==> src/logic/mem_rd_cfg.svh <==
`ifndef MEM_RD_CFG_SVH
`define MEM_RD_CFG_SVH

// Memory word address width; the memory holds 2**MEM_ADDR_WID words.
`define MEM_ADDR_WID 8

// Memory word width.
`define MEM_DATA_WID 32

// Number of checksum engines sharing the read port.
`define NUM_CLIENTS 3

// Cycles from an accepted read to its ack.
`define MEM_RD_LATENCY 2

// Job word count, encoded as length minus one.
`define JOB_LEN_WID 4

`endif

==> src/logic/mem_rd_pkg.sv <==
`default_nettype none

`include "mem_rd_cfg.svh"

package mem_rd_pkg;

    typedef logic [`MEM_ADDR_WID-1:0] addr_t;
    typedef logic [`MEM_DATA_WID-1:0] data_t;

    // Controller side of the read channel.
    typedef struct packed {
        logic  req;   // Held high with addr until rdy is seen.
        addr_t addr;
    } mem_rd_req_t;

    // Peripheral side of the read channel.
    typedef struct packed {
        logic  rdy;   // Read accepted when req and rdy are both high.
        logic  ack;   // One pulse per accepted read, in order.
        data_t data;  // Valid in the ack cycle only.
    } mem_rd_rsp_t;

endpackage : mem_rd_pkg

`default_nettype wire

==> src/logic/arb_pkg.sv <==
`default_nettype none

`include "mem_rd_cfg.svh"

package arb_pkg;

    // Engine index, also used to tag reads in flight.
    typedef logic [$clog2(`NUM_CLIENTS)-1:0] client_id_t;

    typedef logic [`JOB_LEN_WID-1:0] job_len_t;

    typedef struct packed {
        mem_rd_pkg::addr_t start;
        job_len_t          len;    // Word count minus one.
    } sum_job_t;

    typedef enum logic [1:0] {
        IDLE,
        ISSUE,
        DRAIN,
        DONE
    } engine_state_t;

endpackage : arb_pkg

`default_nettype wire

==> src/logic/mem_rd_arbiter.sv <==
`timescale 1ns/1ps
`default_nettype none

`include "mem_rd_cfg.svh"

module mem_rd_arbiter (
    input  wire logic                                          clk,
    input  wire logic                                          reset,
    input  wire logic                                          wr_en,
    input  wire mem_rd_pkg::mem_rd_req_t [`NUM_CLIENTS-1:0]    client_req,
    output mem_rd_pkg::mem_rd_rsp_t      [`NUM_CLIENTS-1:0]    client_rsp,
    output mem_rd_pkg::mem_rd_req_t                            mem_req,
    input  wire mem_rd_pkg::mem_rd_rsp_t                       mem_rsp
);

    localparam int LAT = `MEM_RD_LATENCY;

    arb_pkg::client_id_t       last_id;
    arb_pkg::client_id_t       win_id;
    logic                      win_vld;
    logic                      grant;
    logic [`NUM_CLIENTS-1:0]   rdy_vec;

    // One owner tag per read in flight, aligned with the memory pipeline.
    logic [LAT-1:0]            own_vld;
    arb_pkg::client_id_t       own_id [LAT];

    // Round-robin search, starting just after the last engine granted.
    always_comb begin
        int cand;
        win_vld = 1'b0;
        win_id  = '0;
        for (int i = 1; i <= `NUM_CLIENTS; i++) begin
            cand = (int'(last_id) + i) % `NUM_CLIENTS;
            if (!win_vld && client_req[cand].req) begin
                win_vld = 1'b1;
                win_id  = arb_pkg::client_id_t'(cand);
            end
        end
    end

    // Writes own the memory port for the whole cycle.
    assign grant = win_vld && !wr_en && mem_rsp.rdy;

    always_comb begin
        mem_req.req  = grant;
        mem_req.addr = client_req[win_id].addr;
    end

    always_comb begin
        for (int i = 0; i < `NUM_CLIENTS; i++) begin
            rdy_vec[i]         = grant && (win_id == arb_pkg::client_id_t'(i));
            client_rsp[i].rdy  = rdy_vec[i];
            client_rsp[i].ack  = mem_rsp.ack && own_vld[LAT-1] &&
                                 (own_id[LAT-1] == arb_pkg::client_id_t'(i));
            client_rsp[i].data = mem_rsp.data;  // Only the owner sees ack.
        end
    end

    always_ff @(posedge clk) begin
        if (reset) begin
            own_vld <= '0;
            last_id <= arb_pkg::client_id_t'(`NUM_CLIENTS - 1);  // Engine 0 goes first.
        end else begin
            own_vld[0] <= grant;
            for (int s = 1; s < LAT; s++) begin
                own_vld[s] <= own_vld[s-1];
            end
            if (grant) begin
                last_id <= win_id;
            end
        end
    end

    always_ff @(posedge clk) begin
        own_id[0] <= win_id;
        for (int s = 1; s < LAT; s++) begin
            own_id[s] <= own_id[s-1];
        end
    end

    a_one_rdy: assert property (@(posedge clk) disable iff (reset)
        $onehot0(rdy_vec));

    // The owner pipeline must stay in step with the memory read pipeline.
    a_rsp_owned: assert property (@(posedge clk) disable iff (reset)
        mem_rsp.ack |-> own_vld[LAT-1]);

endmodule : mem_rd_arbiter

`default_nettype wire

==> config.mk <==
export PLATFORM = sky130hd
export DESIGN_NAME = mem_rd_arbiter
export DESIGN_NICKNAME = d
export VERILOG_FILES = /design/src/logic/mem_rd_pkg.sv /design/src/logic/arb_pkg.sv /design/src/logic/mem_rd_arbiter.sv
export VERILOG_INCLUDE_DIRS = /design/src /design/src/logic
export SDC_FILE = /design/constraint.sdc
export NUM_CORES = 1
export LEC_CHECK = 0
export ABC_AREA = 1
export BUFFER_PORTS_ARGS = -buffer_cell sky130_fd_sc_hd__clkbuf_2
export CAP_MARGIN = 20
export CORE_MARGIN = 2
export CORE_UTILIZATION = 31
export CTS_CLUSTER_DIAMETER = 30
export DETAILED_ROUTE_END_ITERATION = 6
export PLACE_DENSITY_LB_ADDON = 0.08
export SYNTH_ARGS = -nofsm -noshare
export SYNTH_HDL_FRONTEND = slang
export SYNTH_SLANG_ARGS = --single-unit
==> constraint.sdc <==
create_clock -name clk -period 2.2 [get_ports clk]
set_input_delay 0.66 -clock clk [delete_from_list [all_inputs] [get_ports clk]]
set_output_delay 0.66 -clock clk [all_outputs]
set_load 0.005 [all_outputs]
# Word-level counts from Yosys, hierarchy flattened
# Memories as Yosys holds them, arrays and structs flattened.
# Index checks and enable logic that the tools add are counted.
# word_totals
rom_bits,0
ff_bits,4
latchBits,0
word_cells,50
ramBits,4
n_memories,1
out_inout_bits,111
inputBits,64
# op_classes
n_lt_le_gt_ge,4
n_shift,0
div_mod_pow,3
n_bitwise,0
n_mux,17
n_eq_ne,4
addsub,3
n_mul,0
reduce_logical,16
# memory_table
name,depth,width,read_ports,rd_ports_with_merged_regs,write_ports,line,rtl
own_id,2,2,2,0,2,mem_rd_arbiter.sv:26,arb_pkg::client_id_t own_id [LAT];
# op_table
cell,count
< comparator 32 x 4 -> 1 bit (second input constant),3
remainder unit 32 x 3 -> 32 bit (second input constant),3
binary-select mux 9 bit (select 2 bit),4
2-to-1 mux 9 bit,6
logical AND 1 bit,11
2-to-1 mux 8 bit,1
adder 2 x 2 -> 3 bit (second input constant),2
2-to-1 mux 2 bit,3
equality test 2 x 1 -> 1 bit (second input constant),2
equality test 2 bit (second input constant),2
logical NOT 2 bit,2
adder 2 x 1 -> 3 bit (second input constant),1
logical NOT 1 bit,3
< comparator 2 x 3 -> 1 bit (second input constant),1
2-to-1 mux 1 bit,3

# Depth between registers and ports, before layout
# logic_depth
depth_word,15
mapped_depth,14
mapped_depth_nobuf,13

# Worst setup path after synthesis
# OpenSTA, ideal clock, no wires.
# synth_path
kind,reg2out
from,register last_id[0]
to,output client_rsp[33] in the netlist's numbering
slack_ns,-0.121
required_ns,1.540
path_buffers,2
stages_incl_launch_ff,12
arrival_ns,1.661
path_cell_list,dfxtp_1 -> inv_1 -> ha_1 -> buf_6 -> o21ai_2 -> nand2_4 -> nand3_2 -> nor2_1 -> nor2_2 -> buf_6 -> nand2_2 -> nor2_1
# synth_rtl
element,line,rtl
"start, declared",mem_rd_arbiter.sv:18,arb_pkg::client_id_t last_id;
"start signal, assigned",mem_rd_arbiter.sv:63,last_id <= arb_pkg::client_id_t'(`NUM_CLIENTS - 1);
"start signal, assigned",mem_rd_arbiter.sv:70,last_id <= win_id;
"end, declared",mem_rd_arbiter.sv:11,"output mem_rd_pkg::mem_rd_rsp_t [`NUM_CLIENTS-1:0] client_rsp,"

==> results.py <==
metrics = {
    "clock_network": {
        "worst_setup_hold_path_clk_slew_ps": 40,
        "cts-root-buf": "sky130_fd_sc_hd__clkbuf_8",
        "cts_buffer_depth": 2,
        "tritoncts_clock_tree": "yes",
        "cts_num_sinks": 8,
        "total_cts_buffers": 3,
        "cts_h_tree_depth": 1,
        "clock_insertion_delay_worst_skew_ps": 230,
    },
    "yosys": {
        "syn-mean-instance-area_sq_um": 6.50,
        "netlist_top_cells_count": "sky130_fd_sc_hd__buf_4, sky130_fd_sc_hd__nand2_1, sky130_fd_sc_hd__inv_1, sky130_fd_sc_hd__nand3_1, sky130_fd_sc_hd__nor2_1",
        "synth_async_sr_flop_share": 0,
        "synth_area_sq_um": 1550,
        "synth_top_cell_area_share": 0.469,
        "synth_edf_count": 0,
        "ys_dominant_reg_cell": "sky130_fd_sc_hd__dfxtp_1",
        "synthesis.nets": 307,
        "yosys.cell_count.top_type": "sky130_fd_sc_hd__buf_4",
        "synth-warning-count": 0,
        "synth_top_cells_by_area": "sky130_fd_sc_hd__buf_4, sky130_fd_sc_hd__dfxtp_1, sky130_fd_sc_hd__nand2_1",
        "proportion_of_synthesized_chip_area_in_sequential_cells": 0.103,
        "netlist_instances": 239,
        "yosys_register_bits": 8,
        "yosys.cell_types.count": 20,
        "synth_largest_area_cell": "sky130_fd_sc_hd__buf_4",
    },
    "finish": {
        "sequential_cell_area_sq_um": 165,
        "num_antenna_cells": 0,
        "post-route-cell-area_sq_um": 1640,
        "fill_cells": 522,
        "layoutNonFillerInstCount": 287,
        "post_route_cells_drive_above_1_share": 0.609,
        "multi_input_area_sq_um": 747,
        "layout.nets": 290,
        "area_delta_synth_final_pct": 5.47,
        "final_util": 0.342,
    },
    "hold_path": {
        "holdPathEnd": "own_id[0][2]",
        "hold_path_depth": 0,
        "holdCritPathClass": "reg2reg",
        "launch_instance_of_the_worst_min_delay_path": "own_id[0][0]",
    },
    "global_route": {
        "wire_length_of_the_first_global_routing_pass_mm": 5.09,
        "gr-total-overflow": 0,
        "grt_max_degree": 10,
        "global_route.usage.total": 0.118,
        "grt_antenna_before_repair": 0,
        "first_global_vias": 1139,
    },
    "sta": {
        "grt_setup_unrepaired": "yes",
        "max_slew.worst_pin.slew_ps": 303,
        "max_slew_headroom_at_the_worst_pin": 0.797,
        "finalCriticalPeriod_ps": 2630,
        "fmaxAchievable_mhz": 380,
        "final.setup_skew_ps": 3.35,
        "setup_violations": 12,
        "setup_slack_ps": -429,
        "report.final.slew_viol_count": 0,
        "period_utilization": 1.20,
        "timing.setup.tns_ps": -5010,
        "final-hold-violation-count": 0,
    },
    "setup_path": {
        "worst_ep_required_time_ps": 1540,
        "timing.rr.start": "last_id[0]",
        "endpoint_of_the_worst_register_to_register_path": "last_id[1]",
        "worst-r2r-cell-count": 13,
        "critPathLaunchType": "flip-flop",
        "arrival_ps": 1970,
        "crit_path_max_fanout": 6,
        "regToRegSetupSlack_ps": 230,
        "critPathKind": "reg2out",
        "timing.critical_path.to_type": "primary output",
    },
    "route": {
        "first_iter_violations": 13,
        "route.detailed.drc": 0,
        "routed_wl_mm": 3.32,
        "detail_route.first_pass.iterations": 4,
        "drt.antenna.violating_nets": 0,
        "wire_per_inst_um": 11.6,
        "viasPerCell": 4.04,
        "routed-via-count": 1160,
    },
    "power_and_ir_drop": {
        "sw_frac_of_total": 0.419,
        "total_power_mw": 1.21,
        "max-vdd-ir-drop_mv": 0.241,
        "power_switching_mw": 0.507,
        "combPwrFrac": 0.701,
        "power.internal_mw": 0.703,
        "power.leakage_nw": 0.909,
        "power.density_nw_per_um2": 738,
        "fraction_of_power_consumed_by_the_clock_network": 0.144,
        "sequentialPowerShare": 0.154,
    },
    "job": {
        "cap_viol_max_count": 0,
    },
    "place": {
        "io_buffers": 46,
        "gpl.final_weighted_congestion": 0.857,
        "placedInstanceArea_sq_um": 1300,
        "place.detailed.hpwl_mm": 2.55,
        "cell_count_after_placement": 272,
    },
    "outcome": {
        "violations": "setup timing",
        "status": "complete, but fails checks",
    },
    "die": {
        "die_w_um": 74.8,
        "fp-row-count": 25,
        "design.die.area_sq_um": 5600,
        "floorplan.initialDensity": 0.325,
        "pin_count": 175,
        "die_height_um": 74.8,
        "core_sq_um": 4790,
    },
}
-- flip-flops by register name, indices dropped and copies added (netlist names) --
| name | flops |
|---|---|
| own_id | 4 |
| last_id | 2 |
| own_vld | 2 |
-- kinds of logic after synthesis --
family	after synthesis	synth area share
flops	8	0.103
simple gates	91	0.280
buf+inv	130	0.560
fa+ha+maj	4	0.0322
compound gates	6	0.0250
-- how the worst max path moves through the flow --
stage,startpoint,end,slack (ps),cells after the start
floorplan,last_id[0],client_rsp[33],-20,12
global placement,client_req[26],mem_req[6],-380,11
detailed placement,client_req[26],mem_req[6],-420,11
CTS,last_id[0],mem_req[4],-450,14
global route,last_id[0],mem_req[4],-580,14
finish,last_id[0],mem_req[0],-430,14
-- layout by cell type (no fill, tap or decap) --
master                      n
sky130_fd_sc_hd__inv_2      3
sky130_fd_sc_hd__a21boi_1   1
sky130_fd_sc_hd__clkbuf_2  43
sky130_fd_sc_hd__nand2_1   29
sky130_fd_sc_hd__ha_2       1
sky130_fd_sc_hd__nand2_4    6
sky130_fd_sc_hd__nand3_2   15
sky130_fd_sc_hd__ha_4       2
sky130_fd_sc_hd__o21ai_4    1
sky130_fd_sc_hd__ha_1       1
sky130_fd_sc_hd__buf_4     21
sky130_fd_sc_hd__dfxtp_4    1
sky130_fd_sc_hd__o31ai_2    1
sky130_fd_sc_hd__nor2_1     8
sky130_fd_sc_hd__inv_1     25
sky130_fd_sc_hd__nor2_2     1
sky130_fd_sc_hd__buf_6      8
sky130_fd_sc_hd__a21oi_1    1
sky130_fd_sc_hd__nor3_1     2
sky130_fd_sc_hd__nand3_1   11
sky130_fd_sc_hd__nor2_4     5
sky130_fd_sc_hd__dfxtp_2    1
sky130_fd_sc_hd__dfxtp_1    6
sky130_fd_sc_hd__buf_2      3
sky130_fd_sc_hd__o21ai_0    1
sky130_fd_sc_hd__o21ai_1    1
sky130_fd_sc_hd__nand3_4    3
sky130_fd_sc_hd__inv_4      3
sky130_fd_sc_hd__clkbuf_8   3
sky130_fd_sc_hd__nand2_2   13
-- critical path, stage by stage (launching register included) --
cell and delay (ps):
sky130_fd_sc_hd__dfxtp_2 330, sky130_fd_sc_hd__inv_2 50, sky130_fd_sc_hd__ha_4 320, sky130_fd_sc_hd__inv_4 50
sky130_fd_sc_hd__nand2_2 50, sky130_fd_sc_hd__nand3_2 70, sky130_fd_sc_hd__nand2_4 130, sky130_fd_sc_hd__nand2_4 60
sky130_fd_sc_hd__nor2_4 170, sky130_fd_sc_hd__nand2_4 110, sky130_fd_sc_hd__nand2_4 110, sky130_fd_sc_hd__nand2_1 60
sky130_fd_sc_hd__nand3_1 60, sky130_fd_sc_hd__nand2_1 50, sky130_fd_sc_hd__clkbuf_2 100
-- metal layers --
layer / routed length (um) / global-route usage
met5: 0 / 0
met4: 85 / 0.0734
met3: 306 / 0.0321
met2: 1630 / 0.197
met1: 1300 / 0.134
-- per-stage QoR --
| step | setup slack (ps) | hold slack [ps] |
|---|---|---|
| 3_5_place_dp | -418 | 314 |
| 3_3_place_gp | -382 | 316 |
| 2_1_floorplan | -24.0 | 310 |
| 6_report | -429 | 324 |
| 4_1_cts | -453 | 323 |
| 5_1_grt | -577 | 327 |
-- layout make-up --
class	instances	area share
clock buffers	3	0.0252
inverters	31	0.0756
multi-input cells	103	0.456
flip-flops and latches	8	0.101
well taps	67	0.0511
repair buffers	75	0.292
-- power groups by stage --
| stage | logic [mW] | registers (mW) | clock network [mW] |
|---|---|---|---|
| 4_1_cts | 0.788 | 0.187 | 0.181 |
| 2_1_floorplan | 0.501 | 0.186 | 0 |
| 5_1_grt | 0.931 | 0.188 | 0.197 |
| 6_report | 0.848 | 0.187 | 0.175 |
| 3_5_place_dp | 0.611 | 0.189 | 0 |
| 3_3_place_gp | 0.612 | 0.189 | 0 |
-- what timing repair did --
item	4_1_cts	5_1_grt
hold buffers	0	0
setup buffers	8	2
endpoints found under the hold margin	0	0
gates cloned	2	0
pin swaps	16	8
gates resized for setup	35	21
setup endpoints to repair	12	12
(Power assumes the default switching activity.)
