--- src/logic/mem_rd_cfg.svh ---
`ifndef MEM_RD_CFG_SVH
`define MEM_RD_CFG_SVH

// Memory word address width; the memory holds 2**MEM_ADDR_WID words.
`define MEM_ADDR_WID 8

// Memory word width.
`define MEM_DATA_WID 32

// Number of checksum engines sharing the read port.
`define NUM_CLIENTS 3

// Cycles from an accepted read to its ack.
`define MEM_RD_LATENCY 2

// Job word count, encoded as length minus one.
`define JOB_LEN_WID 4

`endif

--- src/logic/mem_rd_pkg.sv ---
`default_nettype none

`include "mem_rd_cfg.svh"

package mem_rd_pkg;

    typedef logic [`MEM_ADDR_WID-1:0] addr_t;
    typedef logic [`MEM_DATA_WID-1:0] data_t;

    // Controller side of the read channel.
    typedef struct packed {
        logic  req;   // Held high with addr until rdy is seen.
        addr_t addr;
    } mem_rd_req_t;

    // Peripheral side of the read channel.
    typedef struct packed {
        logic  rdy;   // Read accepted when req and rdy are both high.
        logic  ack;   // One pulse per accepted read, in order.
        data_t data;  // Valid in the ack cycle only.
    } mem_rd_rsp_t;

endpackage : mem_rd_pkg

`default_nettype wire

--- src/logic/arb_pkg.sv ---
`default_nettype none

`include "mem_rd_cfg.svh"

package arb_pkg;

    // Engine index, also used to tag reads in flight.
    typedef logic [$clog2(`NUM_CLIENTS)-1:0] client_id_t;

    typedef logic [`JOB_LEN_WID-1:0] job_len_t;

    typedef struct packed {
        mem_rd_pkg::addr_t start;
        job_len_t          len;    // Word count minus one.
    } sum_job_t;

    typedef enum logic [1:0] {
        IDLE,
        ISSUE,
        DRAIN,
        DONE
    } engine_state_t;

endpackage : arb_pkg

`default_nettype wire

--- src/logic/block_sum_engine.sv ---
`timescale 1ns/1ps
`default_nettype none

module block_sum_engine (
    input  wire logic                     clk,
    input  wire logic                     reset,
    input  wire logic                     job_valid,
    input  wire arb_pkg::sum_job_t        job,
    output logic                          busy,
    output logic                          done,
    output mem_rd_pkg::data_t             sum,
    output mem_rd_pkg::mem_rd_req_t       rd_req,
    input  wire mem_rd_pkg::mem_rd_rsp_t  rd_rsp
);

    arb_pkg::engine_state_t state;
    arb_pkg::job_len_t      len_q;
    arb_pkg::job_len_t      issue_cnt;
    arb_pkg::job_len_t      ack_cnt;
    mem_rd_pkg::addr_t      rd_addr;
    logic                   job_take;
    logic                   rd_fire;
    logic                   last_issue;
    logic                   last_ack;

    assign busy = (state == arb_pkg::ISSUE) || (state == arb_pkg::DRAIN);
    assign done = (state == arb_pkg::DONE);

    assign job_take   = job_valid && !busy;  // Also taken in the DONE cycle.
    assign rd_fire    = rd_req.req && rd_rsp.rdy;
    assign last_issue = rd_fire && (issue_cnt == len_q);
    assign last_ack   = rd_rsp.ack && (ack_cnt == len_q);

    always_comb begin
        rd_req.req  = (state == arb_pkg::ISSUE);
        rd_req.addr = rd_addr;
    end

    always_ff @(posedge clk) begin
        if (reset) begin
            state <= arb_pkg::IDLE;
            sum   <= '0;
        end else begin
            case (state)
                arb_pkg::IDLE, arb_pkg::DONE: begin
                    if (job_take) begin
                        state <= arb_pkg::ISSUE;
                        sum   <= '0;
                    end else begin
                        state <= arb_pkg::IDLE;
                    end
                end
                arb_pkg::ISSUE: begin
                    if (last_issue) begin
                        state <= arb_pkg::DRAIN;
                    end
                end
                arb_pkg::DRAIN: begin
                    if (last_ack) begin
                        state <= arb_pkg::DONE;
                    end
                end
                default: state <= arb_pkg::IDLE;
            endcase
            if (rd_rsp.ack) begin
                sum <= sum + rd_rsp.data;  // Wraps modulo 2^32.
            end
        end
    end

    // Address and counters are loaded with each job.
    always_ff @(posedge clk) begin
        if (job_take) begin
            len_q     <= job.len;
            rd_addr   <= job.start;
            issue_cnt <= '0;
            ack_cnt   <= '0;
        end else begin
            if (rd_fire) begin
                rd_addr   <= rd_addr + 1'b1;  // wraps past 255
                issue_cnt <= issue_cnt + 1'b1;
            end
            if (rd_rsp.ack) begin
                ack_cnt <= ack_cnt + 1'b1;
            end
        end
    end

    // Responses must be routed only to an engine with reads in flight.
    a_no_idle_ack: assert property (@(posedge clk) disable iff (reset)
        rd_rsp.ack |-> (state != arb_pkg::IDLE));

endmodule : block_sum_engine

`default_nettype wire

--- config.mk ---
export PLATFORM = sky130hd
export DESIGN_NAME = block_sum_engine
export DESIGN_NICKNAME = d
export VERILOG_FILES = /design/src/logic/mem_rd_pkg.sv /design/src/logic/arb_pkg.sv /design/src/logic/block_sum_engine.sv
export VERILOG_INCLUDE_DIRS = /design/src /design/src/logic
export SDC_FILE = /design/constraint.sdc
export NUM_CORES = 1
export LEC_CHECK = 0
export BUFFER_PORTS_ARGS = -buffer_cell sky130_fd_sc_hd__buf_4
export CAP_MARGIN = 10
export CORE_MARGIN = 1.5
export CORE_UTILIZATION = 54
export CTS_CLUSTER_SIZE = 40
export DETAILED_ROUTE_END_ITERATION = 8
export HOLD_SLACK_MARGIN = 0.06
export PLACE_DENSITY_LB_ADDON = 0.05
export SYNTH_ARGS = -nofsm -noshare
export SYNTH_HDL_FRONTEND = slang
export SYNTH_SLANG_ARGS = --single-unit
--- constraint.sdc ---
create_clock -name clk -period 3.4 [get_ports clk]
set_clock_uncertainty 0.1 [all_clocks]
set_input_delay 0.17 -clock clk [delete_from_list [all_inputs] [get_ports clk]]
set_output_delay 0.17 -clock clk [all_outputs]
set_load 0.05 [all_outputs]
### Yosys cells after proc, flatten, opt, wreduce, memory -nomap -nowiden

Index checks and enable logic that the tools add are counted.

| word-level totals | value |
|---|---|
| flip-flop bits (word level) | 54 |
| input port bits | 49 |
| output and inout port bits | 43 |
| word-level logic and storage cells | 39 |

| operators by class | value |
|---|---|
| add/subtract/negate cells | 4 |
| equality and inequality tests | 7 |
| mux-type cells | 9 |
| reductions and logical operators | 13 |

Operators by type and width:

| operator | count |
|---|---|
| 2-to-1 mux 32 bit | 3 |
| adder 32 bit | 1 |
| 2-to-1 mux 8 bit | 2 |
| adder 4 x 1 -> 4 bit, second input constant | 2 |
| adder 8 x 1 -> 8 bit, second input constant | 1 |
| equality test 4 bit | 2 |
| one-hot mux 2 bit (3 select lines) | 1 |
| nonzero test 2 bit | 3 |
| equality test 2 bit, second input constant | 2 |
| logical AND 1 bit | 4 |
| 2-to-1 mux 2 bit | 2 |
| AND reduction 2 bit | 2 |
| equality test 2 x 1 -> 1 bit, second input constant | 1 |
| logical NOT 2 bit | 1 |
| != test 2 x 1 -> 1 bit, second input constant | 1 |
| != test 2 bit, second input constant | 1 |
| OR reduction 2 bit | 1 |
| logical NOT 1 bit | 1 |
| logical OR 1 bit | 1 |
| 2-to-1 mux 1 bit | 1 |

### Depth between registers and ports, before layout

Gate-level depths: netlist of the first run.

| depth | value |
|---|---|
| depth after elaboration | 7 |
| depth in mapped cells | 11 |
| depth with buffers taken out | 11 |

### Worst setup path before layout of the first run

OpenSTA, ideal clock, no wires.

| timing | value |
|---|---|
| path type | register to register |
| start point | register sum[0] |
| end point | register sum[26] |
| library setup time | 0.062 ns |
| arrival | 2.851 ns |
| data required time | 3.238 ns |
| slack | 0.386 ns |
| cell stages (with the launch flop) | 12 |
| buffers on the path | 0 |
| clock period less this slack | 3.014 ns |
| cell sequence | dfxtp_1 -> ha_1 -> inv_1 -> fa_1 -> nor2b_1 -> o2111ai_1 -> a21oi_1 -> o211ai_1 -> nand2_1 -> a31oi_1 -> or4_1 -> nand3_1 |

| on the way | value |
|---|---|
| longest elaborated chain between the ends | 2 |

Ends and longest elaborated chain:

| item | line | source |
|---|---|---|
| start: declaration | block_sum_engine.sv:11 | `output mem_rd_pkg::data_t sum,` |
| start signal: assignment | block_sum_engine.sv:66 | `sum <= sum + rd_rsp.data;` |
| adder 32 bit | block_sum_engine.sv:66 |  |
| 2-to-1 mux 32 bit | block_sum_engine.sv:65 | `if (rd_rsp.ack) begin` |

No other way between the ends.
A chain may end at the register's enable or synchronous reset.

### Worst setup path after layout of the first run

Same ends and word-level chain as after synthesis.

==> results of run 1 <==
## timing repair
item	CTS	global route
hold endpoints to repair	11	0
setup buffers	0	0
hold buffers	11	0
## worst max-delay path, stage by stage, from the launching register on
cell and delay (ns):
sky130_fd_sc_hd__dfxtp_1 0.36, sky130_fd_sc_hd__ha_1 0.22, sky130_fd_sc_hd__inv_1 0.07, sky130_fd_sc_hd__fa_1 0.41, sky130_fd_sc_hd__nor2b_1 0.18, sky130_fd_sc_hd__o2111ai_1 0.16, sky130_fd_sc_hd__a21oi_1 0.35, sky130_fd_sc_hd__o211ai_1 0.21
sky130_fd_sc_hd__nand2_1 0.16, sky130_fd_sc_hd__a31oi_1 0.15, sky130_fd_sc_hd__or4_1 0.52, sky130_fd_sc_hd__nand3_1 0.09
## worst max path at each step
stage	from	end	slack [ns]	cells past startpoint
floorplan	sum[0]$_SDFFE_PP0P_	sum[26]$_SDFFE_PP0P_	0.39	11
global route	sum[0]$_SDFFE_PP0P_	sum[26]$_SDFFE_PP0P_	0.14	11
CTS	sum[0]$_SDFFE_PP0P_	sum[26]$_SDFFE_PP0P_	0.38	11
detailed placement	sum[0]$_SDFFE_PP0P_	sum[26]$_SDFFE_PP0P_	0.41	11
global placement	sum[0]$_SDFFE_PP0P_	sum[26]$_SDFFE_PP0P_	0.53	11
finish	sum[0]$_SDFFE_PP0P_	sum[26]$_SDFFE_PP0P_	0.38	11
## stage by stage
| stage | utilization | hold WS [ns] | setup WS (ns) | cell area [um^2] |
|---|---|---|---|---|
| floorplan | - | 0.169 | 0.386 | 3940 |
| global placement | 0.680 | 0.249 | 0.533 | 4700 |
| detailed placement | 0.680 | 0.250 | 0.409 | 4700 |
| CTS | 0.712 | 0.0653 | 0.380 | 4920 |
| global route | 0.712 | 0.0679 | 0.142 | 4920 |
| finish | 0.712 | 0.0599 | 0.381 | 4920 |
## power by group
part | switching, mW | leakage [nW] | internal, mW
sequential | 0.167 | 0.462 | 0.876
clock | 0.220 | 0.0554 | 0.222
combinational | 1.33 | 1.71 | 0.728
total | 1.72 | 2.23 | 1.83
## cell families after synthesis
| family | Yosys count | share of synthesized area |
|---|---|---|
| buffers and inverters | 35 | 0.0340 |
| multiplexers | 7 | 0.0184 |
| AND/OR/NAND/NOR | 176 | 0.198 |
| AO/OA/AOI/OAI | 137 | 0.226 |
| XOR/XNOR | 43 | 0.0957 |
| flip-flops | 54 | 0.305 |
| adder cells (fa/ha/maj) | 38 | 0.123 |
## final cells by class
class / count / area share
multi-input combinational: 401 / 0.530
sequential: 54 / 0.244
timing repair buffer: 107 / 0.169
tap: 96 / 0.0244
clock buffer: 6 / 0.0148
inverter: 13 / 0.00992
clock inverter: 2 / 0.00789
## registers in the layout (all words and copies together), names as in the netlist
register / flops
issue_cnt: 4
state: 2
ack_cnt: 4
sum: 32
len_q: 4
rd_addr: 8
## layer usage
layer  up-vias  global-route usage
li1       1929                   -
met1      1802               0.333
met2       126               0.439
met3        11              0.0448
met4         0              0.0625
met5         -                   0
## synth_stat cells (2+ instances only)
cell / instances
sky130_fd_sc_hd__and3_1: 3
sky130_fd_sc_hd__buf_2: 2
sky130_fd_sc_hd__a21oi_1: 44
sky130_fd_sc_hd__o21ai_1: 3
sky130_fd_sc_hd__nand3b_1: 3
sky130_fd_sc_hd__mux2_2: 2
sky130_fd_sc_hd__nor4_1: 2
sky130_fd_sc_hd__edfxtp_1: 12
sky130_fd_sc_hd__ha_1: 37
sky130_fd_sc_hd__xnor2_1: 14
sky130_fd_sc_hd__o21bai_1: 5
sky130_fd_sc_hd__a22o_1: 2
sky130_fd_sc_hd__dfxtp_1: 42
sky130_fd_sc_hd__a221oi_2: 3
sky130_fd_sc_hd__a311oi_1: 2
sky130_fd_sc_hd__nor2_1: 54
sky130_fd_sc_hd__a221oi_1: 2
sky130_fd_sc_hd__a21o_1: 12
sky130_fd_sc_hd__a31oi_1: 2
sky130_fd_sc_hd__o21ai_0: 33
sky130_fd_sc_hd__buf_1: 2
sky130_fd_sc_hd__a32o_1: 2
sky130_fd_sc_hd__nand3_1: 18
sky130_fd_sc_hd__xor2_1: 29
sky130_fd_sc_hd__or3_1: 2
sky130_fd_sc_hd__nand2b_1: 2
sky130_fd_sc_hd__nor2b_1: 4
sky130_fd_sc_hd__or4_1: 2
sky130_fd_sc_hd__nor3_1: 7
sky130_fd_sc_hd__nand4_1: 7
sky130_fd_sc_hd__mux2i_1: 5
sky130_fd_sc_hd__a211oi_1: 5
sky130_fd_sc_hd__nand2_1: 68
sky130_fd_sc_hd__nor3b_1: 2
sky130_fd_sc_hd__o21a_1: 5
sky130_fd_sc_hd__inv_1: 13
sky130_fd_sc_hd__o211ai_1: 4
sky130_fd_sc_hd__clkbuf_1: 18
==> summary.md, run 1 <==
| Metric | Value |
|---|---|
| Outcome | `complete, no violations` |
| Area enclosed by the die boundary | `between 7000 and 8000 um^2` |
| Number of setup violations in the final report | `0` |
| Crit path launch type | `flop` |
| Register area | `1200 um^2` |
| Worst setup EP type | `flop` |
| Biggest area contributors in the synthesized netlist | `sky130_fd_sc_hd__dfxtp_1 21%, sky130_fd_sc_hd__ha_1 12%, sky130_fd_sc_hd__edfxtp_1 9.2%` |
| Worst VDD drop | `0.000341 V` |
| Sum of routed wire length over all layers | `9840 um` |
| CTS buffer count | `5` |
| Cell area after technology mapping | `3940 um^2` |
| Uppermost signal routing layer after detailed routing | `met4` |
| Most frequent standard cell in the layout excluding fill and tap cells | `sky130_fd_sc_hd__buf_4` |
| Top library cells by usage in the layout, fill and taps aside | `96 x sky130_fd_sc_hd__buf_4, 68 x sky130_fd_sc_hd__nand2_1, 54 x sky130_fd_sc_hd__nor2_1, 44 x sky130_fd_sc_hd__a21oi_1, 42 x sky130_fd_sc_hd__dfxtp_1` |
| Root Buffer | `sky130_fd_sc_hd__clkbuf_8` |
| Worst reg-to-reg path cell count | `11` |
| Post-detailed-route count of antenna-violating nets | `0` |
| Largest area contributor in the synthesized netlist | `sky130_fd_sc_hd__dfxtp_1` |
| Area growth from synthesis to final layout | `25.0%` |
| Met3 WL | `606 um` |
| Clock Latency Late Sink | `0.31 ns` |
| Fraction of final layout cells with drive strength greater than 1 | `0.199` |
| Initial antenna violation count | `0` |
| Combined area of the multi-input logic cells | `2610 um^2` |
| Post-detailed-placement half-perimeter wirelength | `7400 um` |
| Register-to-register path setup slack | `0.38 ns` |
| Core footprint | `6910 um^2` |
| Path class of the lowest-slack min-delay path | `primary input to flop` |
| Count of warnings emitted by yosys | `0` |
| Net count reported at finish | `669` |
| Ports placed on the boundary | `92` |
| Buffer depth of the longest clock path | `2` |
| Remaining global-route overflow | `0` |
| Average cell area after synthesis | `roughly 8 um^2` |
| Dominant register cell in the synthesized netlist | `sky130_fd_sc_hd__dfxtp_1` |
| Crit path arrival time | `~3.2 ns` |
| Proportion of register bits with asynchronous set or reset after synthesis | `0` |
| Pins Over Slew Limit | `0` |
| Required time at the endpoint of the critical path | `around 3.6 ns` |
| Endpoint of the most critical register-to-register path | `sum[26]$_SDFFE_PP0P_` |
| Total met2 wirelength after detailed routing | `4690 um` |
| Crit Path Max Fanout | `4` |
| Post-route minimum period | `3.02 ns` |
| Drt first pass iters | `5` |
| Highest attainable clock frequency | `331 MHz` |
| Period Utilization, post-route | `0.888` |
| Count of port buffers added during placement | `91` |
| Count of unique library cells instantiated by Yosys | `54` |
| Floorplan die height | `between 80 and 90 um` |
| Max capacitance violation total | `0` |
| Slew at the pin closest to its max-slew limit | `~0.83 ns` |
| Number of enable flip-flop cells after synthesis | `12` |
| Pin count of the biggest net entering global routing | `35` |
| Number of resized instances in the post-cts repair step | `0` |
| Initial DRC count | `123` |
| Antenna diode instance count | `0` |
| Total design power | `3.54 mW` |
| Std-Cell Rows | `30` |
| Detailed-route vias per instance | `5.70` |
| WHS Endpoint | `rd_addr[6]$_DFFE_PP_` |
| Reg-to-reg startpoint | `sum[0]$_SDFFE_PP0P_` |
| Starting density of the core | `0.570` |
| Aggregate global-route resource usage | `0.255` |
| Hold path depth | `3` |
| Final non-filler cell total | `679` |
| Final hold violation count | `0` |
| Worst hold start | `job[10]` |
| Number of synthesized register bits | `54` |
| CTS H-tree lvls | `2` |
| Wl on met1 | `4460 um` |
| Area share of the largest cell type after synthesis | `0.214` |
| Post-Synthesis Net Count | `577` |
| Setup TNS Final | `0 ns` |
| # fillers | `611` |
| Critical setup path kind | `flop to flop` |
| Final weighted congestion in routability-driven placement | `approximately 0.9` |
| Number of clock sinks | `54` |
| Average wire per cell in the routed design | `around 14 um` |
| Total placed cells including tap cells | `660` |
| Pleak | `2.23 nW` |
| Unrepaired setup endpoints after global routing | `false` |
| Number of global-route vias before repair | `3593` |
| Wire length of the first global-routing pass | `between 15000 and 20000 um` |
| Total number of vias | `approximately 3900` |
| Clock tree from TritonCTS | `done` |
| Pwr Density | `between 700 and 800 nW/um^2` |
| Portion of the post-synthesis area used by sequential elements | `0.305` |
| Clock-pin slew of the registers on the worst-case setup and hold paths | `0.10 ns` |
| DRC violations left | `0` |
| Chip Width | `88.4 um` |
| Worst rel slew slack | `0.444` |
| Instance count of the mapped netlist | `490` |
(Power assumes the default switching activity.)
==> run 2, diff against run 1 <==
--- a/config.mk
+++ b/config.mk
@@ -9,7 +9,7 @@
 export BUFFER_PORTS_ARGS = -buffer_cell sky130_fd_sc_hd__buf_4
 export CAP_MARGIN = 10
 export CORE_MARGIN = 1.5
-export CORE_UTILIZATION = 54
+export CORE_UTILIZATION = 49
 export CTS_CLUSTER_SIZE = 40
 export DETAILED_ROUTE_END_ITERATION = 8
 export HOLD_SLACK_MARGIN = 0.06
==> constraint.sdc (replaced) <==
create_clock -name clk -period 2.5 [get_ports clk]
set_clock_uncertainty 0.1 [all_clocks]
set_input_delay 0.125 -clock clk [delete_from_list [all_inputs] [get_ports clk]]
set_output_delay 0.125 -clock clk [all_outputs]
set_load 0.05 [all_outputs]
==> run 2 against run 1 <==
- design area is 19% higher
- first-iteration DRC count up 39%
- combinational power grew 58%
- clock power rose by 44%
- wire length increased by 15%
- cell count rose by 10%
- sequential power grew 39%
- the flow now finishes with violations (negative setup slack)
- critical endpoint unchanged
==> summary.md, run 2 (synthesis results as in run 1) <==
| Metric | Value |
|---|---|
| Outcome | `finished, violations left` |
| Violations in the final reports | `negative setup slack` |
| Highest attainable clock frequency | `395 MHz` |
| Initial antenna violation count | `0` |
| Final weighted congestion in routability-driven placement | `0.875` |
| Top library cells by usage in the layout, fill and taps aside | `151 x sky130_fd_sc_hd__buf_4, 67 x sky130_fd_sc_hd__nand2_1, 54 x sky130_fd_sc_hd__nor2_1, 35 x sky130_fd_sc_hd__a21oi_1, 28 x sky130_fd_sc_hd__xor2_1` |
| Required time at the endpoint of the critical path | `2.67 ns` |
| Post-detailed-placement half-perimeter wirelength | `~8100 um` |
| Core footprint | `7770 um^2` |
| Post-route minimum period | `2.53 ns` |
| Remaining global-route overflow | `0` |
| Post-detailed-route count of antenna-violating nets | `0` |
| Floorplan die height | `92.6 um` |
| Clock Latency Late Sink | `0.32 ns` |
| Pwr Density | `914 nW/um^2` |
| Unrepaired setup endpoints after global routing | `true` |
| Final std cell area, no fill | `about 6000 um^2` |
| CTS H-tree lvls | `2` |
| Slew at the pin closest to its max-slew limit | `0.458 ns` |
| DRC violations left | `0` |
| Pins Over Slew Limit | `0` |
| Crit path launch type | `flop` |
| Fraction of final layout cells with drive strength greater than 1 | `0.362` |
| Chip Width | `92.6 um` |
| Worst path max stage delay | `approximately 0.4 ns` |
| Starting density of the core | `0.507` |
| Pleak | `2.57 nW` |
| Detailed-route vias per instance | `about 5.5` |
| Total design power | `5.34 mW` |
| Clock tree from TritonCTS | `done` |
| Buffer depth of the longest clock path | `2` |
| Sum of routed wire length over all layers | `about 11000 um` |
| Ports placed on the boundary | `92` |
| Final non-filler cell total | `748` |
| Final hold violation count | `0` |
| Clock-pin slew of the registers on the worst-case setup and hold paths | `approximately 0.11 ns` |
| Worst slack, placed | `-0.0840 ns` |
| Pin count of the biggest net entering global routing | `35` |
| Wire length of the first global-routing pass | `18200 um` |
| Area growth from synthesis to final layout | `48.4%` |
| Number of global-route vias before repair | `3958` |
| Worst VDD drop | `about 0.00047 V` |
| Root Buffer | `sky130_fd_sc_hd__clkbuf_8` |
| Worst Setup Slack, final | `-0.0309 ns` |
| Combined area of the multi-input logic cells | `2960 um^2` |
| Worst hold slack | `0.142 ns` |
| Cell chain of the critical path | `ha_4 -> inv_2 -> fa_2 -> nor2b_4 -> o2111ai_2 -> a21oi_2 -> o211ai_1 -> nand2_1 -> a31oi_2 -> or4_1 -> nand3_1` |
| Critical path buffer and inverter count | `1` |
| Total number of vias | `4095` |
| Register area | `1260 um^2` |
| CTS buffer count | `5` |
| Area enclosed by the die boundary | `8580 um^2` |
| Max FFs per register | `32` |
| Period Utilization, post-route | `1.01` |
| Crit path arrival time | `2.70 ns` |
| Total cell area at the placement stage | `5210 um^2` |
| Std-Cell Rows | `32` |
| Register containing the most flip-flops in the final layout | `sum` |
| Kind of cell with the highest combined delay on the critical path | `simple AND/OR/NAND/NOR gates` |
| Critical setup path kind | `flop to flop` |
| # fillers | `600` |
| Worst setup EP type | `flop` |
| Worst rel slew slack | `0.691` |
| Number of setup violations in the final report | `3` |
| Most frequent standard cell in the layout excluding fill and tap cells | `sky130_fd_sc_hd__buf_4` |
| Initial DRC count | `171` |
| Largest registers in the final layout | `sum: 32 flops, rd_addr: 8 flops` |
| Antenna diode instance count | `0` |
| Average wire per cell in the routed design | `15.1 um` |
| Drt first pass iters | `4` |
| Cell with the largest stage delay on the worst path | `sky130_fd_sc_hd__or4_1` |
| Count of port buffers added during placement | `91` |
| Number of clock sinks | `54` |
| Aggregate global-route resource usage | `0.260` |
| Total placed cells including tap cells | `708` |
| Max capacitance violation total | `0` |
| Crit Path Max Fanout | `4` |
| Path class of the lowest-slack min-delay path | `primary input to flop` |
| Net count reported at finish | `732` |
## run 2: changes by cell type in the layout (fill, tap and decap cells not counted), moves of 4 or more
cell	previous run	this run
sky130_fd_sc_hd__dfxtp_4	0	14
sky130_fd_sc_hd__dlygate4sd3_1	11	15
sky130_fd_sc_hd__o21ai_1	3	10
sky130_fd_sc_hd__buf_4	96	151
sky130_fd_sc_hd__dfxtp_1	42	22
sky130_fd_sc_hd__o21ai_0	33	26
sky130_fd_sc_hd__a21oi_2	1	7
sky130_fd_sc_hd__ha_1	37	22
sky130_fd_sc_hd__ha_4	0	13
sky130_fd_sc_hd__dfxtp_2	0	6
sky130_fd_sc_hd__a21oi_1	44	35
sky130_fd_sc_hd__buf_6	0	4
## run 2: power by group
part           switching [mW]  internal (mW)
sequential              0.243           1.21
clock                   0.328          0.305
combinational            1.97           1.29
total                    2.54           2.80
## run 2: path summary, 6_finish.rpt
| path | slack (ns) | end | startpoint | depth (start not counted) |
|---|---|---|---|---|
| worst max-delay path | -0.03 | sum[26]$_SDFFE_PP0P_ | sum[0]$_SDFFE_PP0P_ | 11 |
| worst min-delay path | 0.14 | sum[11]$_SDFFE_PP0P_ | rd_rsp[32] | 3 |
| worst max register to register | -0.03 | sum[26]$_SDFFE_PP0P_ | sum[0]$_SDFFE_PP0P_ | 11 |
| worst min register to register | 0.38 | sum[23]$_SDFFE_PP0P_ | sum[23]$_SDFFE_PP0P_ | 2 |
## run 2: final cells by class
| class | instances | area share |
|---|---|---|
| clock buffer | 5 | 0.0118 |
| clock inverter | 3 | 0.00814 |
| inverter | 13 | 0.00835 |
| multi-input combinational | 401 | 0.507 |
| sequential | 54 | 0.216 |
| tap | 102 | 0.0218 |
| timing repair buffer | 170 | 0.227 |
## run 2: timing repair
| item | 4_1_cts | 5_1_grt |
|---|---|---|
| hold endpoints to repair | 27 | 0 |
| setup endpoints to repair | 7 | 17 |
| gates resized for setup | 18 | 26 |
| buffers inserted | 10 | 8 |
| pin swaps | 9 | 8 |
| hold buffers | 15 | 0 |
## run 2: worst register-to-register path, cell delays in order (launching register included)
cell	delay, ns
sky130_fd_sc_hd__dfxtp_4	0.37
sky130_fd_sc_hd__ha_4	0.15
sky130_fd_sc_hd__inv_2	0.04
sky130_fd_sc_hd__fa_2	0.37
sky130_fd_sc_hd__nor2b_4	0.14
sky130_fd_sc_hd__o2111ai_2	0.14
sky130_fd_sc_hd__a21oi_2	0.24
sky130_fd_sc_hd__o211ai_1	0.16
sky130_fd_sc_hd__nand2_1	0.16
sky130_fd_sc_hd__a31oi_2	0.10
sky130_fd_sc_hd__or4_1	0.41
sky130_fd_sc_hd__nand3_1	0.09
## run 2: layer usage
| metal | vias up | routed length (um) | global-route usage |
|---|---|---|---|
| met5 | - | 0 | 0 |
| met2 | 115 | 5370 | 0.447 |
| met4 | 0 | 155 | 0.0669 |
| met1 | 1911 | 5270 | 0.344 |
| met3 | 13 | 515 | 0.0320 |
| li1 | 2056 | - | - |
## run 2: stage by stage
stage	setup TNS [ns]	util
global placement	-0.0819	0.671
global route	-1.06	0.752
detailed placement	-0.234	0.671
CTS	-0.0492	0.728
floorplan	-0.000629	-
finish	-0.0615	0.752
==> run 3, diff against run 2 <==
--- a/config.mk
+++ b/config.mk
@@ -14,6 +14,7 @@
 export DETAILED_ROUTE_END_ITERATION = 8
 export HOLD_SLACK_MARGIN = 0.06
 export PLACE_DENSITY_LB_ADDON = 0.05
+export REMOVE_ABC_BUFFERS = 1
 export SYNTH_ARGS = -nofsm -noshare
 export SYNTH_HDL_FRONTEND = slang
 export SYNTH_SLANG_ARGS = --single-unit
==> run 3 against run 2 <==
- the run still ends with negative setup slack left
- die area is the same
- clock power fell by 16%
- global-route usage is 0.13 points lower
- count of clock-buffer cells in the layout did not move
- critical path type unchanged
- maximum frequency is essentially flat
- via count up 0.49%
- largest power group unchanged
==> summary.md, run 3 (synthesis results as in run 1) <==
| Metric | Value |
|---|---|
| Required time at the endpoint of the critical path | `roughly 2.7 ns` |
| Buffer depth of the longest clock path | `2` |
| Largest registers in the final layout | `sum: 32 flops, rd_addr: 8 flops` |
| Final weighted congestion in routability-driven placement | `0.914` |
| DRC violations left | `0` |
| Finished Core Util | `0.745` |
| Post-route minimum period | `2.53 ns` |
| Clock Latency Late Sink | `0.31 ns` |
| Pin count of the biggest net entering global routing | `32` |
| Count of port buffers added during placement | `slightly above 90` |
| Crit path launch type | `flop` |
| Register-to-register path setup slack | `-0.03 ns` |
| Outcome | `finished, violations left` |
| Endpoint of the most critical register-to-register path | `sum[26]$_SDFFE_PP0P_` |
| Wire length of the first global-routing pass | `around 18000 um` |
| Violations in the final reports | `negative setup slack` |
| Average wire per cell in the routed design | `15.1 um` |
| Worst hold start | `rd_rsp[0]` |
| WHS Endpoint | `sum[0]$_SDFFE_PP0P_` |
| Sum of routed wire length over all layers | `11300 um` |
| Worst setup EP type | `flop` |
| Starting density of the core | `0.507` |
| Area enclosed by the die boundary | `8580 um^2` |
| Post-detailed-route count of antenna-violating nets | `0` |
| Final non-filler cell total | `750` |
| Chip Width | `between 90 and 100 um` |
| Worst hold slack | `0.0871 ns` |
| Number of global-route vias before repair | `4019` |
| Clock tree from TritonCTS | `done` |
| Antenna diode instance count | `0` |
| Total placed cells including tap cells | `712` |
| Max capacitance violation total | `0` |
| Total cell area at the placement stage | `5050 um^2` |
| Worst reg-to-reg path cell count | `11` |
| Register containing the most flip-flops in the final layout | `sum` |
| Critical setup path kind | `flop to flop` |
| Highest attainable clock frequency | `395 MHz` |
| Unrepaired setup endpoints after global routing | `true` |
| Root Buffer | `sky130_fd_sc_hd__clkbuf_8` |
| Pwr Density | `902 nW/um^2` |
| Slew at the pin closest to its max-slew limit | `0.575 ns` |
| Worst Setup Slack, final | `-0.0312 ns` |
| Std-Cell Rows | `32` |
| Fraction of final layout cells with drive strength greater than 1 | `0.346` |
| Core footprint | `7770 um^2` |
| Crit Path Max Fanout | `4` |
| Area growth from synthesis to final layout | `46.9%` |
| Hold path depth | `4` |
| Detailed-route vias per instance | `about 5.5` |
| Number of clock sinks | `54` |
| Drt first pass iters | `4` |
| Floorplan die height | `a little over 90 um` |
| Crit path arrival time | `2.69 ns` |
| Pleak | `roughly 2.6 nW` |
| Max FFs per register | `32` |
| Final hold violation count | `0` |
| Initial antenna violation count | `0` |
| Clock-pin slew of the registers on the worst-case setup and hold paths | `0.11 ns` |
| Period Utilization, post-route | `1.01` |
| Top library cells by usage in the layout, fill and taps aside | `156 x sky130_fd_sc_hd__buf_4, 66 x sky130_fd_sc_hd__nand2_1, 52 x sky130_fd_sc_hd__nor2_1, 37 x sky130_fd_sc_hd__dfxtp_1, 36 x sky130_fd_sc_hd__a21oi_1` |
| Total design power | `5.22 mW` |
| Initial DRC count | `126` |
| Number of setup violations in the final report | `2` |
| Post-detailed-placement half-perimeter wirelength | `7760 um` |
| Total number of vias | `4115` |
| CTS H-tree lvls | `2` |
| Ports placed on the boundary | `~90` |
| Most frequent standard cell in the layout excluding fill and tap cells | `sky130_fd_sc_hd__buf_4` |
| Worst rel slew slack | `0.616` |
| CTS buffer count | `5` |
| Path class of the lowest-slack min-delay path | `primary input to flop` |
| Final std cell area, no fill | `roughly 5800 um^2` |
| Worst VDD drop | `0.000442 V` |
| Pins Over Slew Limit | `0` |
| Critical Path Source | `sum[0]$_SDFFE_PP0P_` |
| Net count reported at finish | `between 700 and 800` |
| Remaining global-route overflow | `0` |
| Aggregate global-route resource usage | `0.259` |
| Reg-to-reg startpoint | `sum[0]$_SDFFE_PP0P_` |
[run 3: cell count changes in the layout (fill, tap and decap cells not counted), sizes merged]
cell and change:
inv +1, bufinv -1, buf +3, dlygate4sd3 -1
[run 3: repair_timing]
action | CTS | global route
endpoints found under the hold margin | 26 | 0
hold buffers | 14 | 0
resized for setup | 34 | 32
setup endpoints to repair | 14 | 17
pin swaps | 21 | 20
buffers inserted | 14 | 5
[run 3: per-layer routing]
metal / part of all wire / global-route usage / vias to the layer above
li1: - / - / 2065
met1: 0.44 / 0.325 / 1932
met2: 0.51 / 0.466 / 103
met3: 0.034 / 0.0279 / 15
met4: 0.016 / 0.0732 / 0
met5: 0 / 0 / -
[run 3: power by group]
group / total (mW) / internal (mW) / switching (mW) / leakage (nW)
clock network: 0.533 / 0.210 / 0.322 / 0.0506
logic: 3.25 / 1.28 / 1.97 / 2.04
registers: 1.44 / 1.19 / 0.246 / 0.463
total: 5.22 / 2.68 / 2.53 / 2.56
[run 3: critical path, stage by stage, from the launching register on]
cell and delay (ns):
sky130_fd_sc_hd__dfxtp_2 0.37, sky130_fd_sc_hd__ha_4 0.14, sky130_fd_sc_hd__inv_2 0.03, sky130_fd_sc_hd__fa_2 0.36, sky130_fd_sc_hd__nor2b_4 0.15, sky130_fd_sc_hd__o2111ai_4 0.16, sky130_fd_sc_hd__a21oi_4 0.21, sky130_fd_sc_hd__o211ai_1 0.14
sky130_fd_sc_hd__nand2_1 0.18, sky130_fd_sc_hd__a31oi_4 0.11, sky130_fd_sc_hd__or4_1 0.42, sky130_fd_sc_hd__nand3_1 0.09
[run 3: cell type report]
| type | count | area (um^2) |
|---|---|---|
| multi-input cells | 401 | 2970 |
| well taps | 102 | 128 |
| clock inverters | 3 | 28.8 |
| fillers | 585 | 1980 |
| inverters | 13 | 48.8 |
| clock buffers | 5 | 68.8 |
| repair buffers | 172 | 1330 |
| flip-flops and latches | 54 | 1210 |
[run 3: worst max-delay path by stage]
stage,slack [ns],cells after the start,to
2_1_floorplan,-0.51,11,sum[26]$_SDFFE_PP0P_
3_3_place_gp,-0.24,12,sum[26]$_SDFFE_PP0P_
3_5_place_dp,-0.26,12,sum[26]$_SDFFE_PP0P_
4_1_cts,-0.03,12,sum[26]$_SDFFE_PP0P_
5_1_grt,-0.13,11,sum[26]$_SDFFE_PP0P_
6_report,-0.03,11,sum[26]$_SDFFE_PP0P_
[run 3: stage by stage]
stage                     setup slack (ns)  TNS, ns
after floorplan                     -0.513    -6.57
after global placement              -0.242   -0.521
after detailed placement            -0.256   -0.777
after CTS                          -0.0307  -0.0646
after global routing                -0.126   -0.690
final                              -0.0312  -0.0454
